<file path="config.mk">
export PLATFORM = sky130hd
export DESIGN_NAME = spi_frame_rx
export DESIGN_NICKNAME = d
export VERILOG_FILES = /design/src/logic/chip_io_pkg.sv /design/src/logic/spi_frame_rx.sv
export SDC_FILE = /design/constraint.sdc
export NUM_CORES = 1
export LEC_CHECK = 0
export ABC_CLOCK_PERIOD_IN_PS = 2500
export BUFFER_PORTS_ARGS = -buffer_cell sky130_fd_sc_hd__buf_4
export CORE_MARGIN = 1.5
export CORE_UTILIZATION = 53
export CTS_CLUSTER_SIZE = 40
export DETAILED_ROUTE_END_ITERATION = 10
export PLACE_DENSITY_LB_ADDON = 0.25
export SKIP_CTS_REPAIR_TIMING = 1
export SYNTH_ARGS = -nofsm -noshare
export SYNTH_HDL_FRONTEND = slang
export SYNTH_SLANG_ARGS = --single-unit
</file>
<file path="constraint.sdc">
create_clock -name clk_i -period 2.5 [get_ports clk_i]
set_clock_uncertainty 0.15 [all_clocks]
set_input_delay 0.75 -clock clk_i [delete_from_list [all_inputs] [get_ports clk_i]]
set_output_delay 0.75 -clock clk_i [all_outputs]
set_load 0.01 [all_outputs]
</file>
<file path="src/logic/chip_io_pkg.sv">
// Chip I/O package
// Widths, RAM geometry, monitored software addresses and JTAG constants
`default_nettype none

package chip_io_pkg;

  // Data path and RAM
  localparam int DATA_W    = 32;
  localparam int RAM_AW    = 10;
  localparam int RAM_WORDS = 1 << RAM_AW;

  // SPI frame is command bit, address field, data word
  localparam int FRAME_ADDR_W   = 15;
  localparam int SPI_FRAME_BITS = 1 + FRAME_ADDR_W + DATA_W;
  localparam int SPI_CNT_W      = 6;

  // Word addresses watched by the software status monitor
  localparam logic [RAM_AW-1:0] SW_TEST_STATUS_ADDR = 10'h3F8;
  localparam logic [RAM_AW-1:0] SW_LOG_ADDR         = 10'h3FC;

  // JTAG instruction register and IDCODE
  localparam int                   JTAG_IR_W       = 4;
  localparam logic [JTAG_IR_W-1:0] JTAG_IR_IDCODE  = 4'b0001;
  localparam logic [JTAG_IR_W-1:0] JTAG_IR_BYPASS  = 4'b1111;
  localparam logic [JTAG_IR_W-1:0] JTAG_IR_CAPTURE = 4'b0101;
  localparam logic [DATA_W-1:0]    JTAG_IDCODE     = 32'h1A2B_3C4D;

  // TAP controller states
  localparam int                  TAP_ST_W       = 4;
  localparam logic [TAP_ST_W-1:0] TAP_TLR        = 4'h0;
  localparam logic [TAP_ST_W-1:0] TAP_RTI        = 4'h1;
  localparam logic [TAP_ST_W-1:0] TAP_SELECT_DR  = 4'h2;
  localparam logic [TAP_ST_W-1:0] TAP_CAPTURE_DR = 4'h3;
  localparam logic [TAP_ST_W-1:0] TAP_SHIFT_DR   = 4'h4;
  localparam logic [TAP_ST_W-1:0] TAP_EXIT1_DR   = 4'h5;
  localparam logic [TAP_ST_W-1:0] TAP_PAUSE_DR   = 4'h6;
  localparam logic [TAP_ST_W-1:0] TAP_EXIT2_DR   = 4'h7;
  localparam logic [TAP_ST_W-1:0] TAP_UPDATE_DR  = 4'h8;
  localparam logic [TAP_ST_W-1:0] TAP_SELECT_IR  = 4'h9;
  localparam logic [TAP_ST_W-1:0] TAP_CAPTURE_IR = 4'hA;
  localparam logic [TAP_ST_W-1:0] TAP_SHIFT_IR   = 4'hB;
  localparam logic [TAP_ST_W-1:0] TAP_EXIT1_IR   = 4'hC;
  localparam logic [TAP_ST_W-1:0] TAP_PAUSE_IR   = 4'hD;
  localparam logic [TAP_ST_W-1:0] TAP_EXIT2_IR   = 4'hE;
  localparam logic [TAP_ST_W-1:0] TAP_UPDATE_IR  = 4'hF;

endpackage

`default_nettype wire

</file>
<file path="src/logic/spi_frame_rx.sv">
// SPI frame receiver, mode 0
// Decodes 48-bit command frames into RAM writes and reads and shifts read data out
`timescale 1ns/1ps
`default_nettype none

module spi_frame_rx (
  input  logic                             clk_i,
  input  logic                             arst_n_i,
  input  logic                             sck_rise_i,
  input  logic                             sck_fall_i,
  input  logic                             mosi_i,
  input  logic                             csb_i,
  input  logic [chip_io_pkg::DATA_W-1:0]   ram_rdata_i,
  output logic                             miso_o,
  output logic                             ram_req_o,
  output logic                             ram_we_o,
  output logic [chip_io_pkg::RAM_AW-1:0]   ram_addr_o,
  output logic [chip_io_pkg::DATA_W-1:0]   ram_wdata_o
);
  import chip_io_pkg::*;

  logic [SPI_CNT_W-1:0]      bit_cnt_q;
  logic [SPI_FRAME_BITS-1:0] shift_q;
  logic [DATA_W-1:0]         tx_q;
  logic                      wr_req_q, rd_req_q, rd_load_q;
  logic                      tx_active_q, miso_q;
  logic                      addr_done, last_bit;

  // Command and address complete after 16 bits, whole frame after 48
  assign addr_done = sck_rise_i & ~csb_i & (bit_cnt_q == SPI_CNT_W'(FRAME_ADDR_W));
  assign last_bit  = sck_rise_i & ~csb_i & (bit_cnt_q == SPI_CNT_W'(SPI_FRAME_BITS - 1));

  always_ff @(posedge clk_i) begin
    if (sck_rise_i && !csb_i) begin
      shift_q <= {shift_q[SPI_FRAME_BITS-2:0], mosi_i};
    end
  end

  // Counter saturates at 48, so extra bits never cause a second write
  always_ff @(posedge clk_i or negedge arst_n_i) begin
    if (!arst_n_i) begin
      bit_cnt_q <= '0;
      wr_req_q  <= 1'b0;
      rd_req_q  <= 1'b0;
      rd_load_q <= 1'b0;
    end else begin
      wr_req_q  <= last_bit & shift_q[SPI_FRAME_BITS-2];
      rd_req_q  <= addr_done & ~shift_q[FRAME_ADDR_W-1];
      rd_load_q <= rd_req_q;
      if (csb_i) begin
        bit_cnt_q <= '0;
      end else if (sck_rise_i && bit_cnt_q != SPI_CNT_W'(SPI_FRAME_BITS)) begin
        bit_cnt_q <= bit_cnt_q + 1'b1;
      end
    end
  end

  // Read data shifter, MSB first
  always_ff @(posedge clk_i) begin
    if (rd_load_q) begin
      tx_q <= ram_rdata_i;
    end else if (sck_fall_i && tx_active_q) begin
      tx_q <= {tx_q[DATA_W-2:0], 1'b0};
    end
  end

  always_ff @(posedge clk_i or negedge arst_n_i) begin
    if (!arst_n_i) begin
      tx_active_q <= 1'b0;
      miso_q      <= 1'b0;
    end else if (csb_i) begin
      tx_active_q <= 1'b0;
      miso_q      <= 1'b0;
    end else begin
      if (rd_load_q) begin
        tx_active_q <= 1'b1;
      end
      if (sck_fall_i) begin
        miso_q <= tx_active_q & tx_q[DATA_W-1];
      end
    end
  end

  // Upper address bits beyond the RAM size are dropped
  assign ram_req_o   = wr_req_q | rd_req_q;
  assign ram_we_o    = wr_req_q;
  assign ram_addr_o  = rd_req_q ? shift_q[RAM_AW-1:0] : shift_q[DATA_W +: RAM_AW];
  assign ram_wdata_o = shift_q[DATA_W-1:0];
  assign miso_o      = miso_q;

endmodule

`default_nettype wire

</file>
# Word-level counts from Yosys, hierarchy flattened
# Cells that the tools add are included.
totals:
  reg_bits: 90
  input_bits: 38
  output_inout_bits: 45
  elab_cells: 38
op_classes:
  add_sub_neg: 1
  n_eq_ne: 3
  muxes: 9
  n_bitwise: 9
  n_reduce_logical: 8
op_table:
  columns: ["op", "n"]
  rows:
  - ["2-to-1 mux 32 bit", 2]
  - ["2-to-1 mux 6 bit", 2]
  - ["2-to-1 mux 10 bit", 1]
  - ["nonzero test 2 bit", 4]
  - ["adder 6 x 1 -> 6 bit, second input constant", 1]
  - ["bitwise AND 1 bit", 6]
  - ["== test 6 x 4 -> 1 bit, second input constant", 1]
  - ["== test 6 bit, second input constant", 1]
  - ["inequality test 6 bit, second input constant", 1]
  - ["2-to-1 mux 1 bit", 4]
  - ["logical AND 1 bit", 3]
  - ["inverter 1 bit", 2]
  - ["logical NOT 1 bit", 1]
  - ["bitwise OR 1 bit", 1]

# Logic depth before layout (Yosys ltp)
# Gate-level depths: netlist of run 1.
logic_depth:
  ltp_word: 4
  depth_mapped: 5
  ltp_nobuf: 5

# Least setup slack after synthesis of run 1
# No wires, ideal clock.
synth_path:
  path_kind: "input -> register"
  start: "input csb_i"
  end: "register shift_q[0], enable pin"
  setup_ps: 457
  arrival_time_ps: 3042
  required_ps: 1893
  slack_ps: -1149
  cell_stages: 2
  n_path_buf: 1
  path_cell_list: "clkbuf_1 -> nor2b_1"
synth_via:
  elab_chain_len: 2
synth_lines:
  columns: ["item", "line", "rtl"]
  rows:
  - ["from (decl)", "spi_frame_rx.sv:12", "input logic csb_i,"]
  - ["logical NOT 1 bit", "spi_frame_rx.sv:34", "if (sck_rise_i && !csb_i) begin"]
  - ["logical AND 1 bit", "spi_frame_rx.sv:34", null]
  - ["to (signal assigned)", "spi_frame_rx.sv:35", "shift_q <= {shift_q[SPI_FRAME_BITS-2:0], mosi_i};"]
  - ["to (decl)", "spi_frame_rx.sv:23", "logic [SPI_FRAME_BITS-1:0] shift_q;"]
# Every way passes these cells.
# A chain may end at the register's enable or synchronous reset.

# Worst setup path after layout of run 1
layout_path:
  start: "register rd_req_q"
  end: "output ram_addr_o[0] (netlist name)"
layout_via:
  elab_chain_len: 1
layout_lines:
  columns: ["item", "line", "rtl"]
  rows:
  - ["from (decl)", "spi_frame_rx.sv:25", "logic wr_req_q, rd_req_q, rd_load_q;"]
  - ["from (signal assigned)", "spi_frame_rx.sv:48", "rd_req_q <= addr_done & ~shift_q[FRAME_ADDR_W-1];"]
  - ["2-to-1 mux 10 bit", "spi_frame_rx.sv:87", "assign ram_addr_o = rd_req_q ? shift_q[RAM_AW-1:0] : shift_q[DATA_W +: RAM_AW];"]
  - ["to (decl)", "spi_frame_rx.sv:17", "output logic [chip_io_pkg::RAM_AW-1:0] ram_addr_o,"]
# Every way passes these cells.

==> results of run 1 <==
==> power by group through the flow <==
stage	Combinational [mW]	Sequential, mW	Clock [mW]
2_1_floorplan	0.0701	1.70	0
3_3_place_gp	0.136	1.71	0
3_5_place_dp	0.139	1.71	0
4_1_cts	0.139	1.68	1.11
5_1_grt	0.148	1.68	1.16
6_report	0.137	1.68	1.08
==> layout make-up <==
| cell class | instances | area [um^2] | share of cell area |
|---|---|---|---|
| sequential | 90 | 2650 | 0.605 |
| multi-input combinational | 83 | 731 | 0.167 |
| timing repair buffer | 85 | 663 | 0.152 |
| clock buffer | 9 | 124 | 0.0283 |
| clock inverter | 7 | 101 | 0.0232 |
| tap | 80 | 100 | 0.0229 |
| inverter | 2 | 7.51 | 0.00172 |
==> cells in the mapped netlist <==
| master | number |
|---|---|
| edfxtp_1 | 79 |
| mux2_2 | 41 |
| buf_4 | 33 |
| dfrtp_1 | 11 |
| nor2_1 | 6 |
| buf_2 | 5 |
| nand2_1 | 4 |
| nand3_1 | 4 |
| a21oi_1 | 3 |
| or3_1 | 3 |
| a31oi_1 | 2 |
| ha_1 | 2 |
| inv_1 | 2 |
| nand4_1 | 2 |
| nor2b_1 | 2 |
| nor3b_1 | 2 |
| xor2_1 | 2 |
| a21o_1 | 1 |
| and2_1 | 1 |
| and4b_4 | 1 |
| clkbuf_1 | 1 |
| nand2b_1 | 1 |
| nand3b_1 | 1 |
| nor3_1 | 1 |
| o211ai_1 | 1 |
| o21ai_0 | 1 |
| or2_2 | 1 |
| or4b_1 | 1 |
==> per-stage QoR <==
| step | hold WS [ns] | cells | total power [mW] |
|---|---|---|---|
| 2_1_floorplan | 0.227 | 214 | 1.78 |
| 3_3_place_gp | 0.253 | 340 | 1.85 |
| 3_5_place_dp | 0.257 | 340 | 1.85 |
| 4_1_cts | 0.0540 | 356 | 2.93 |
| 5_1_grt | 0.0560 | 356 | 2.99 |
| 6_report | 0.0648 | 356 | 2.89 |
==> routing by layer <==
layer	vias to the layer above	GRT usage
li1	874	-
met1	878	0.236
met2	52	0.210
met3	7	0.0366
met4	0	0.0836
met5	-	0
==> cell families after synthesis <==
| logic type | count (synthesis) | synth area share |
|---|---|---|
| buffers and inverters | 41 | 0.0777 |
| adders and majority gates | 2 | 0.00685 |
| and+or+nand+nor | 30 | 0.0469 |
| muxes | 41 | 0.126 |
| DFF | 90 | 0.724 |
| xor gates and xnor gates | 2 | 0.00479 |
| AOI/OAI and AO/OA | 8 | 0.0130 |
==> registers in the layout, indices dropped and copies added (netlist names) <==
signal,cells
ram_we_o,1
bit_cnt_q,6
shift_q,47
rd_req_q,1
rd_load_q,1
tx_active_q,1
tx_q,32
miso_o,1
==> cell usage in the layout (no fill, tap or decap), types with 3 or more instances in the layout <==
master,n
edfxtp_1,79
nand2_1,4
mux2_2,41
nor2_1,6
buf_4,83
a21oi_1,3
dfrtp_1,10
nand3_1,4
or3_1,3
clkbuf_8,9
==> how the worst min path moves through the flow <==
stage                     start      endpoint  cells past startpoint
floorplan              rd_req_q     rd_load_q                      0
global placement    shift_q[45]   shift_q[46]                      0
detailed placement  shift_q[45]   shift_q[46]                      0
CTS                    arst_n_i  bit_cnt_q[4]                      1
global route           arst_n_i  bit_cnt_q[2]                      1
finish                 arst_n_i  bit_cnt_q[4]                      1
==> flow_metrics.env, run 1 <==
export IMPL_status="complete, no violations"
export IMPL_syn_num_nets=254
export IMPL_switching_power_uw=587
export IMPL_dieWidth_um=86.0
export IMPL_clock_sinks=90
export IMPL_setup_tns_final_ns=0
export IMPL_crit_path_max_fanout=12
export IMPL_place_hpwl_mm=3.60
export IMPL_cp_required_ns=1.60
export IMPL_cts_root_buf="clkbuf_8"
export IMPL_grt_pass1_wl_mm=8.54
export IMPL_core_area_mm2=0.00672
export IMPL_startpoint="rd_req_q"
export IMPL_cp_num_cells=2
export IMPL_fin_area_mm2=0.00438
export IMPL_r2r_end="bit_cnt_q[0]"
export IMPL_num_vias=1811
export IMPL_synth_seq_area_share=0.724
export IMPL_setup_viol=0
export IMPL_layout_setup_ws_ns=0.195
export IMPL_power_leakage_nw=1.65
export IMPL_crit_slowest_cell="dfrtp_2"
export IMPL_finalCritPeriodShare=0.922
export IMPL_dieArea_mm2=0.00740
export IMPL_p_int_mw=2.31
export IMPL_gp_congestion=0.726
export IMPL_synth_area_mm2=0.00365
export IMPL_synth_cell_types=28
export IMPL_seqPwrFrac=0.580
export IMPL_cellPowerDensity_mw_per_mm2=661
export IMPL_pin_count=83
export IMPL_rows=30
export IMPL_num_nets_final=311
export IMPL_grt_antenna_before_repair=0
export IMPL_drtAntennaViolNets=0
export IMPL_diodes=0
export IMPL_drtIter0Drc=92
export IMPL_grt_pass1_vias=1652
export IMPL_r2r_start="bit_cnt_q[0]"
export IMPL_p_comb_frac=0.047
export IMPL_fmax_mhz=434
export IMPL_syn_avg_cell_area_um2=17.1
export IMPL_crit_end="ram_addr_o[0]"
export IMPL_path_class="register to primary output"
export IMPL_hp_class="input port to asynchronous set/reset pin"
export IMPL_clock_latency_ns=0.35
export IMPL_yosys_area_top_type="edfxtp_1"
export IMPL_reg2reg_depth=5
export IMPL_drcViolationCount=0
export IMPL_fillers=485
export IMPL_cts_htree_levels=3
export IMPL_synthCells=214
export IMPL_clock_path_buffers=2
export IMPL_die_h_um=86.0
export IMPL_cts_inserted_buffers=9
export IMPL_synth_top_cell_area_share=0.649
export IMPL_post_route_min_period_ns=2.30
export IMPL_cp_start_kind="register"
export IMPL_arrival_ns=1.40
export IMPL_syn_to_final_growth_pct=19.7
export IMPL_drv_slew=0
export IMPL_met3_length_um=295
export IMPL_worst_pin_slew_ns=0.534
export IMPL_place_ws_ns=0.421
export IMPL_drv_cap=0
export IMPL_placed_cell_area_mm2=0.00415
export IMPL_path_clk_slew_ns=0.09
export IMPL_initial_utilization=0.544
export IMPL_ys_seq_elements=90
export IMPL_critPathTopFamily="flip-flops"
export IMPL_track_usage=0.156
export IMPL_postLayoutCoreUtil=0.651
export IMPL_cpPeakStageDelay_ns=0.54
export IMPL_wl_mm=5.41
export IMPL_drive_gt1_frac=0.529
export IMPL_cts_tree="done"
export IMPL_synthTopCellsByArea="edfxtp_1, mux2_2, dfrtp_1, buf_4, buf_2"
export IMPL_wl_met1_mm=2.64
export IMPL_r2r_slack_ns=0.82
export IMPL_wl_met2_mm=2.39
export IMPL_swShare=0.203
export IMPL_port_buffers=82
export IMPL_viasPerCell=5.09
export IMPL_slew_limit_headroom=0.644
export IMPL_wl_per_cell_um=15.2
export IMPL_yosys_warnings=0
export IMPL_crit_buf_inv=1
export IMPL_grt_ovfl_total=0
export IMPL_rsz0062_at_grt="false"
export IMPL_hold_viol_final=0
export IMPL_peakVddDrop_mv=0.397
export IMPL_endpoint_kind="primary output"
export IMPL_routed_top_layer="met4"
export IMPL_drt_pre_antenna_iters=4
export IMPL_grt_max_degree=48
export IMPL_path_cells="mux2_2 -> buf_4"
export IMPL_pwr_share_clk=0.373
No activity file was read; power rests on OpenSTA's default activity.
==> run 2, diff against run 1 <==
--- a/config.mk
+++ b/config.mk
@@ -7,8 +7,10 @@
 export LEC_CHECK = 0
 export ABC_CLOCK_PERIOD_IN_PS = 2500
 export BUFFER_PORTS_ARGS = -buffer_cell sky130_fd_sc_hd__buf_4
+export CELL_PAD_IN_SITES_DETAIL_PLACEMENT = 1
+export CELL_PAD_IN_SITES_GLOBAL_PLACEMENT = 1
 export CORE_MARGIN = 1.5
-export CORE_UTILIZATION = 53
+export CORE_UTILIZATION = 44
 export CTS_CLUSTER_SIZE = 40
 export DETAILED_ROUTE_END_ITERATION = 10
 export PLACE_DENSITY_LB_ADDON = 0.25
==> flow_metrics.env, run 2 (same netlist as run 1, synthesis figures left out) <==
export IMPL_status="complete, no violations"
export IMPL_track_usage=0.147
export IMPL_setup_viol=0
export IMPL_drtIter0Drc=67
export IMPL_endpoint_kind="primary output"
export IMPL_num_vias=1857
export IMPL_setup_tns_final_ns=0
export IMPL_reg_top3="shift_q x47, tx_q x32, bit_cnt_q x6"
export IMPL_die_h_um=94.1
export IMPL_grt_ovfl_total=0
export IMPL_cellPowerDensity_mw_per_mm2=649
export IMPL_clock_path_buffers=2
export IMPL_num_nets_final=311
export IMPL_largest_reg_flops=47
export IMPL_drv_slew=0
export IMPL_wl_per_cell_um=16.1
export IMPL_drtAntennaViolNets=0
export IMPL_switching_power_uw=622
export IMPL_cts_inserted_buffers=9
export IMPL_drcViolationCount=0
export IMPL_startpoint="rd_req_q"
export IMPL_power_leakage_nw=1.64
export IMPL_wl_met2_mm=2.76
export IMPL_met3_length_um=377
export IMPL_diodes=0
export IMPL_top_register="shift_q"
export IMPL_rows=33
export IMPL_grt_pass1_wl_mm=9.69
export IMPL_peakVddDrop_mv=0.302
export IMPL_gp_congestion=0.735
export IMPL_grt_antenna_before_repair=0
export IMPL_place_hpwl_mm=4.11
export IMPL_post_route_min_period_ns=2.29
export IMPL_dieArea_mm2=0.00886
export IMPL_rsz0062_at_grt="false"
export IMPL_wl_mm=6.15
export IMPL_core_area_mm2=0.00813
export IMPL_cp_start_kind="register"
export IMPL_drt_pre_antenna_iters=4
export IMPL_crit_path_max_fanout=12
export IMPL_cp_required_ns=1.60
export IMPL_slew_limit_headroom=0.727
export IMPL_p_int_mw=2.22
export IMPL_path_class="register to primary output"
export IMPL_routed_top_layer="met4"
export IMPL_cts_htree_levels=3
export IMPL_grt_max_degree=48
export IMPL_final_cell_mix="buf_4, edfxtp_1, mux2_2"
export IMPL_pwr_share_clk=0.360
export IMPL_r2r_start="bit_cnt_q[0]"
export IMPL_cts_root_buf="clkbuf_8"
export IMPL_wl_met1_mm=2.92
export IMPL_clock_latency_ns=0.34
export IMPL_worst_pin_slew_ns=0.409
export IMPL_grt_pass1_vias=1868
export IMPL_clock_sinks=90
export IMPL_fmax_mhz=436
export IMPL_swShare=0.219
export IMPL_cts_tree="done"
export IMPL_drive_gt1_frac=0.529
export IMPL_seqPwrFrac=0.591
export IMPL_hp_class="input port to asynchronous set/reset pin"
export IMPL_layout_commonest_cell="buf_4"
export IMPL_viasPerCell=4.87
export IMPL_postLayoutCoreUtil=0.538
export IMPL_finalCritPeriodShare=0.916
export IMPL_arrival_ns=1.39
export IMPL_fillers=773
export IMPL_syn_to_final_growth_pct=19.8
export IMPL_pin_count=83
export IMPL_drv_cap=0
export IMPL_path_clk_slew_ns=0.09
export IMPL_initial_utilization=0.449
export IMPL_port_buffers=82
export IMPL_dieWidth_um=94.1
export IMPL_hold_viol_final=0
export IMPL_p_comb_frac=0.048
## run 2: cell types whose count changed in the layout (fill, tap and decap cells not counted), sizes merged
cell | before | now
bufinv | 2 | 1
clkinv | 2 | 1
clkinvlp | 2 | 1
inv | 3 | 6
## run 2: power by group through the flow
stage                     clock (mW)  combinational [mW]  sequential (mW)
after global routing            1.11               0.149             1.69
after global placement             0               0.138             1.71
after detailed placement           0               0.140             1.71
after floorplan                    0              0.0701             1.70
final                           1.02               0.138             1.68
after CTS                       1.06               0.140             1.68
## run 2: per-layer routing
layer,track usage,vias to the layer above
li1,-,874
met1,0.213,914
met2,0.207,60
met3,0.0396,9
met4,0.0597,0
met5,0,-
## run 2: layout make-up
class | instances | area (um^2) | area share
Clock buffer | 9 | 124 | 0.0283
Clock inverter | 7 | 83.8 | 0.0192
Inverter | 2 | 7.51 | 0.00172
Multi-Input combinational cell | 83 | 731 | 0.167
Sequential cell | 90 | 2650 | 0.605
Tap cell | 105 | 131 | 0.0300
Timing Repair Buffer | 85 | 651 | 0.149
## run 2: worst paths after layout
check / slack [ns] / cells past startpoint / to
setup / recovery: 0.21 / 2 / ram_addr_o[4]
hold reg to reg: 0.28 / 0 / shift_q[45]
setup reg to reg: 0.81 / 5 / bit_cnt_q[0]
hold / removal: 0.07 / 1 / bit_cnt_q[0]
min in group clk_i: 0.28 / 0 / shift_q[45]
max in group asynchronous: 1.95 / 1 / rd_req_q
## run 2: critical path, cell delays in order (launching register included)
cell and delay (ns):
dfrtp_2 0.52, mux2_2 0.38, buf_4 0.15
## run 2: stage by stage
step | worst slack, ns | total power, mW | hold WS, ns | cells | cell area [um^2]
finish | 0.209 | 2.84 | 0.0736 | 381 | 4380
global route | 0.125 | 2.95 | 0.0613 | 381 | 4380
CTS | 0.0336 | 2.88 | 0.0626 | 381 | 4380
detailed placement | 0.432 | 1.85 | 0.261 | 365 | 4170
global placement | 0.472 | 1.85 | 0.257 | 365 | 4170
floorplan | 0.244 | 1.78 | 0.227 | 214 | 3660
==> run 3, diff against run 2 <==
--- a/config.mk
+++ b/config.mk
@@ -5,15 +5,16 @@
 export SDC_FILE = /design/constraint.sdc
 export NUM_CORES = 1
 export LEC_CHECK = 0
+export ABC_AREA = 1
 export ABC_CLOCK_PERIOD_IN_PS = 2500
 export BUFFER_PORTS_ARGS = -buffer_cell sky130_fd_sc_hd__buf_4
-export CELL_PAD_IN_SITES_DETAIL_PLACEMENT = 1
+export CELL_PAD_IN_SITES_DETAIL_PLACEMENT = 0
 export CELL_PAD_IN_SITES_GLOBAL_PLACEMENT = 1
 export CORE_MARGIN = 1.5
-export CORE_UTILIZATION = 44
+export CORE_UTILIZATION = 42
 export CTS_CLUSTER_SIZE = 40
 export DETAILED_ROUTE_END_ITERATION = 10
-export PLACE_DENSITY_LB_ADDON = 0.25
+export PLACE_DENSITY_LB_ADDON = 0.3
 export SKIP_CTS_REPAIR_TIMING = 1
 export SYNTH_ARGS = -nofsm -noshare
 export SYNTH_HDL_FRONTEND = slang
==> flow_metrics.env, run 3 <==
export IMPL_syn_num_nets=354
export IMPL_grt_pass1_wl_mm=10.6
export IMPL_synth_seq_area_share=0.715
export IMPL_synth_area_mm2=0.00370
export IMPL_finalCritPeriodShare=0.889
export IMPL_fin_area_mm2=0.00445
export IMPL_synth_fa_ha_area_frac=0.00675
export IMPL_power_leakage_nw=1.90
export IMPL_rows=34
export IMPL_gp_congestion=0.843
export IMPL_drive_gt1_frac=0.299
export IMPL_drv_cap=0
export IMPL_drt_pre_antenna_iters=4
export IMPL_clock_latency_ns=0.35
export IMPL_crit_slowest_cell="dfrtp_2"
export IMPL_p_comb_frac=0.048
export IMPL_clock_path_buffers=2
export IMPL_port_buffers=82
export IMPL_synth_top_family_by_area="simple AND/OR/NAND/NOR gates"
export IMPL_syn_avg_cell_area_um2=11.8
export IMPL_yosys_warnings=0
export IMPL_peakVddDrop_mv=0.407
export IMPL_die_h_um=96.9
export IMPL_rsz0062_at_grt="false"
export IMPL_hold_viol_final=0
export IMPL_cellPowerDensity_mw_per_mm2=650
export IMPL_drtAntennaViolNets=0
export IMPL_core_area_mm2=0.00864
export IMPL_pwr_share_clk=0.371
export IMPL_track_usage=0.146
export IMPL_grt_ovfl_total=0
export IMPL_setup_tns_final_ns=0
export IMPL_fillers=771
export IMPL_dieWidth_um=96.9
export IMPL_grt_antenna_before_repair=0
export IMPL_synth_common_cells="nand2_1, edfxtp_1, buf_4, dfrtp_1"
export IMPL_num_vias=2205
export IMPL_grt_max_degree=48
export IMPL_seqPwrFrac=0.581
export IMPL_worst_pin_slew_ns=0.402
export IMPL_path_cells="inv_2 -> nand2_1 -> nand2_1 -> buf_4"
export IMPL_cts_inserted_buffers=9
export IMPL_switching_power_uw=593
export IMPL_post_route_min_period_ns=2.22
export IMPL_cp_start_kind="register"
export IMPL_slew_limit_headroom=0.732
export IMPL_path_clk_slew_ns=0.09
export IMPL_synth_cell_types=24
export IMPL_cpPeakStageDelay_ns=0.52
export IMPL_arrival_ns=1.32
export IMPL_clock_sinks=90
export IMPL_wl_per_cell_um=13.2
export IMPL_largest_reg_flops=47
export IMPL_yosys_area_top_type="edfxtp_1"
export IMPL_endpoint_kind="primary output"
export IMPL_swShare=0.205
export IMPL_place_hpwl_mm=4.07
export IMPL_p_int_mw=2.30
export IMPL_pin_count=83
export IMPL_setup_viol=0
export IMPL_hp_class="input port to asynchronous set/reset pin"
export IMPL_crit_path_max_fanout=13
export IMPL_grt_pass1_vias=2143
export IMPL_num_nets_final=410
export IMPL_yosysMostFrequentCell="nand2_1"
export IMPL_ys_seq_elements=90
export IMPL_initial_utilization=0.429
export IMPL_synthFlopType="edfxtp_1"
export IMPL_cts_tree="done"
export IMPL_path_class="register to primary output"
export IMPL_synth_top_cell_area_share=0.640
export IMPL_top_register="shift_q"
export IMPL_synthTopCellsByArea="edfxtp_1, nand2_1, dfrtp_1, buf_4, nand3_1"
export IMPL_crit_path_frequent_cell="nand2_1"
export IMPL_final_cell_mix="nand2_1, buf_4, edfxtp_1"
export IMPL_synth_edf_count=79
export IMPL_synth_compound_area_frac=0.00878
export IMPL_fmax_mhz=450
export IMPL_reg_top3="shift_q x47, tx_q x32, bit_cnt_q x6"
export IMPL_synthSimpleGateAreaFrac=0.175
export IMPL_muxShareOfSynthArea=0
export IMPL_dieArea_mm2=0.00939
export IMPL_syn_to_final_growth_pct=20.0
export IMPL_cts_htree_levels=3
export IMPL_diodes=0
export IMPL_placed_cell_area_mm2=0.00423
export IMPL_drtIter0Drc=107
export IMPL_async_flop_share=0.122
export IMPL_synthCells=314
export IMPL_postLayoutCoreUtil=0.515
export IMPL_drcViolationCount=0
export IMPL_viasPerCell=4.57
export IMPL_cts_root_buf="clkbuf_8"
export IMPL_wl_mm=6.38
export IMPL_yosys_area_share_xor_xnor=0.00236
export IMPL_status="complete, no violations"
export IMPL_layout_commonest_cell="nand2_1"
export IMPL_cp_required_ns=1.60
export IMPL_drv_slew=0
run 3: metrics by stage:
| step | hold slack, ns | power, mW | setup WS [ns] | instances |
|---|---|---|---|---|
| after global routing | 0.0591 | 3.00 | 0.160 | 483 |
| after detailed placement | 0.257 | 1.85 | 0.458 | 467 |
| after CTS | 0.0520 | 2.92 | 0.0532 | 483 |
| after floorplan | 0.250 | 1.77 | 0.254 | 314 |
| final | 0.0689 | 2.89 | 0.276 | 483 |
| after global placement | 0.255 | 1.85 | 0.513 | 467 |
run 3: worst max-delay path: cells and delay by family (launching register included):
kind	cells	cell delay, ns
buf+inv	2	0.32
simple gates	2	0.14
flops	1	0.52
run 3: path summary, 6_finish.rpt:
| check | cells after the start | startpoint | slack [ns] | endpoint |
|---|---|---|---|---|
| max | 4 | rd_req_q | 0.28 | ram_addr_o[4] |
| min | 1 | arst_n_i | 0.07 | miso_o |
| max reg2reg | 8 | bit_cnt_q[0] | 1.05 | bit_cnt_q[0] |
| min reg2reg | 0 | shift_q[43] | 0.27 | shift_q[44] |
| min in group clk_i | 0 | shift_q[43] | 0.27 | shift_q[44] |
| max in group asynchronous | 1 | arst_n_i | 1.97 | rd_req_q |
run 3: metal layers:
layer / track usage / up-vias / wire length, um
met1: 0.206 / 1039 / 3160
met4: 0.0702 / 0 / 79
li1: - / 1110 / -
met2: 0.210 / 50 / 2830
met3: 0.0412 / 6 / 313
met5: 0 / - / 0
run 3: final cells by class:
type	count	area (um^2)	area share
sequential	90	2650	0.596
clock buffer	9	124	0.0279
clock inverter	7	92.6	0.0208
inverter	13	53.8	0.0121
multi-input combinational	170	733	0.165
tap	108	135	0.0304
timing repair buffer	86	658	0.148
run 3: cells by family (layout without fill, tap and decap cells):
family	after synthesis	in the layout
AOI/OAI and AO/OA	6	6
xor gates and xnor gates	1	1
adders and majority gates	2	2
buffers and inverters	54	115
DFF	90	90
and+or+nand+nor	161	161
run 3: power groups by stage:
| stage | Clock (mW) | Combinational (mW) | Sequential, mW |
|---|---|---|---|
| floorplan | 0 | 0.0691 | 1.70 |
| global placement | 0 | 0.141 | 1.71 |
| detailed placement | 0 | 0.141 | 1.71 |
| CTS | 1.10 | 0.141 | 1.68 |
| global route | 1.16 | 0.152 | 1.68 |
| finish | 1.07 | 0.139 | 1.68 |
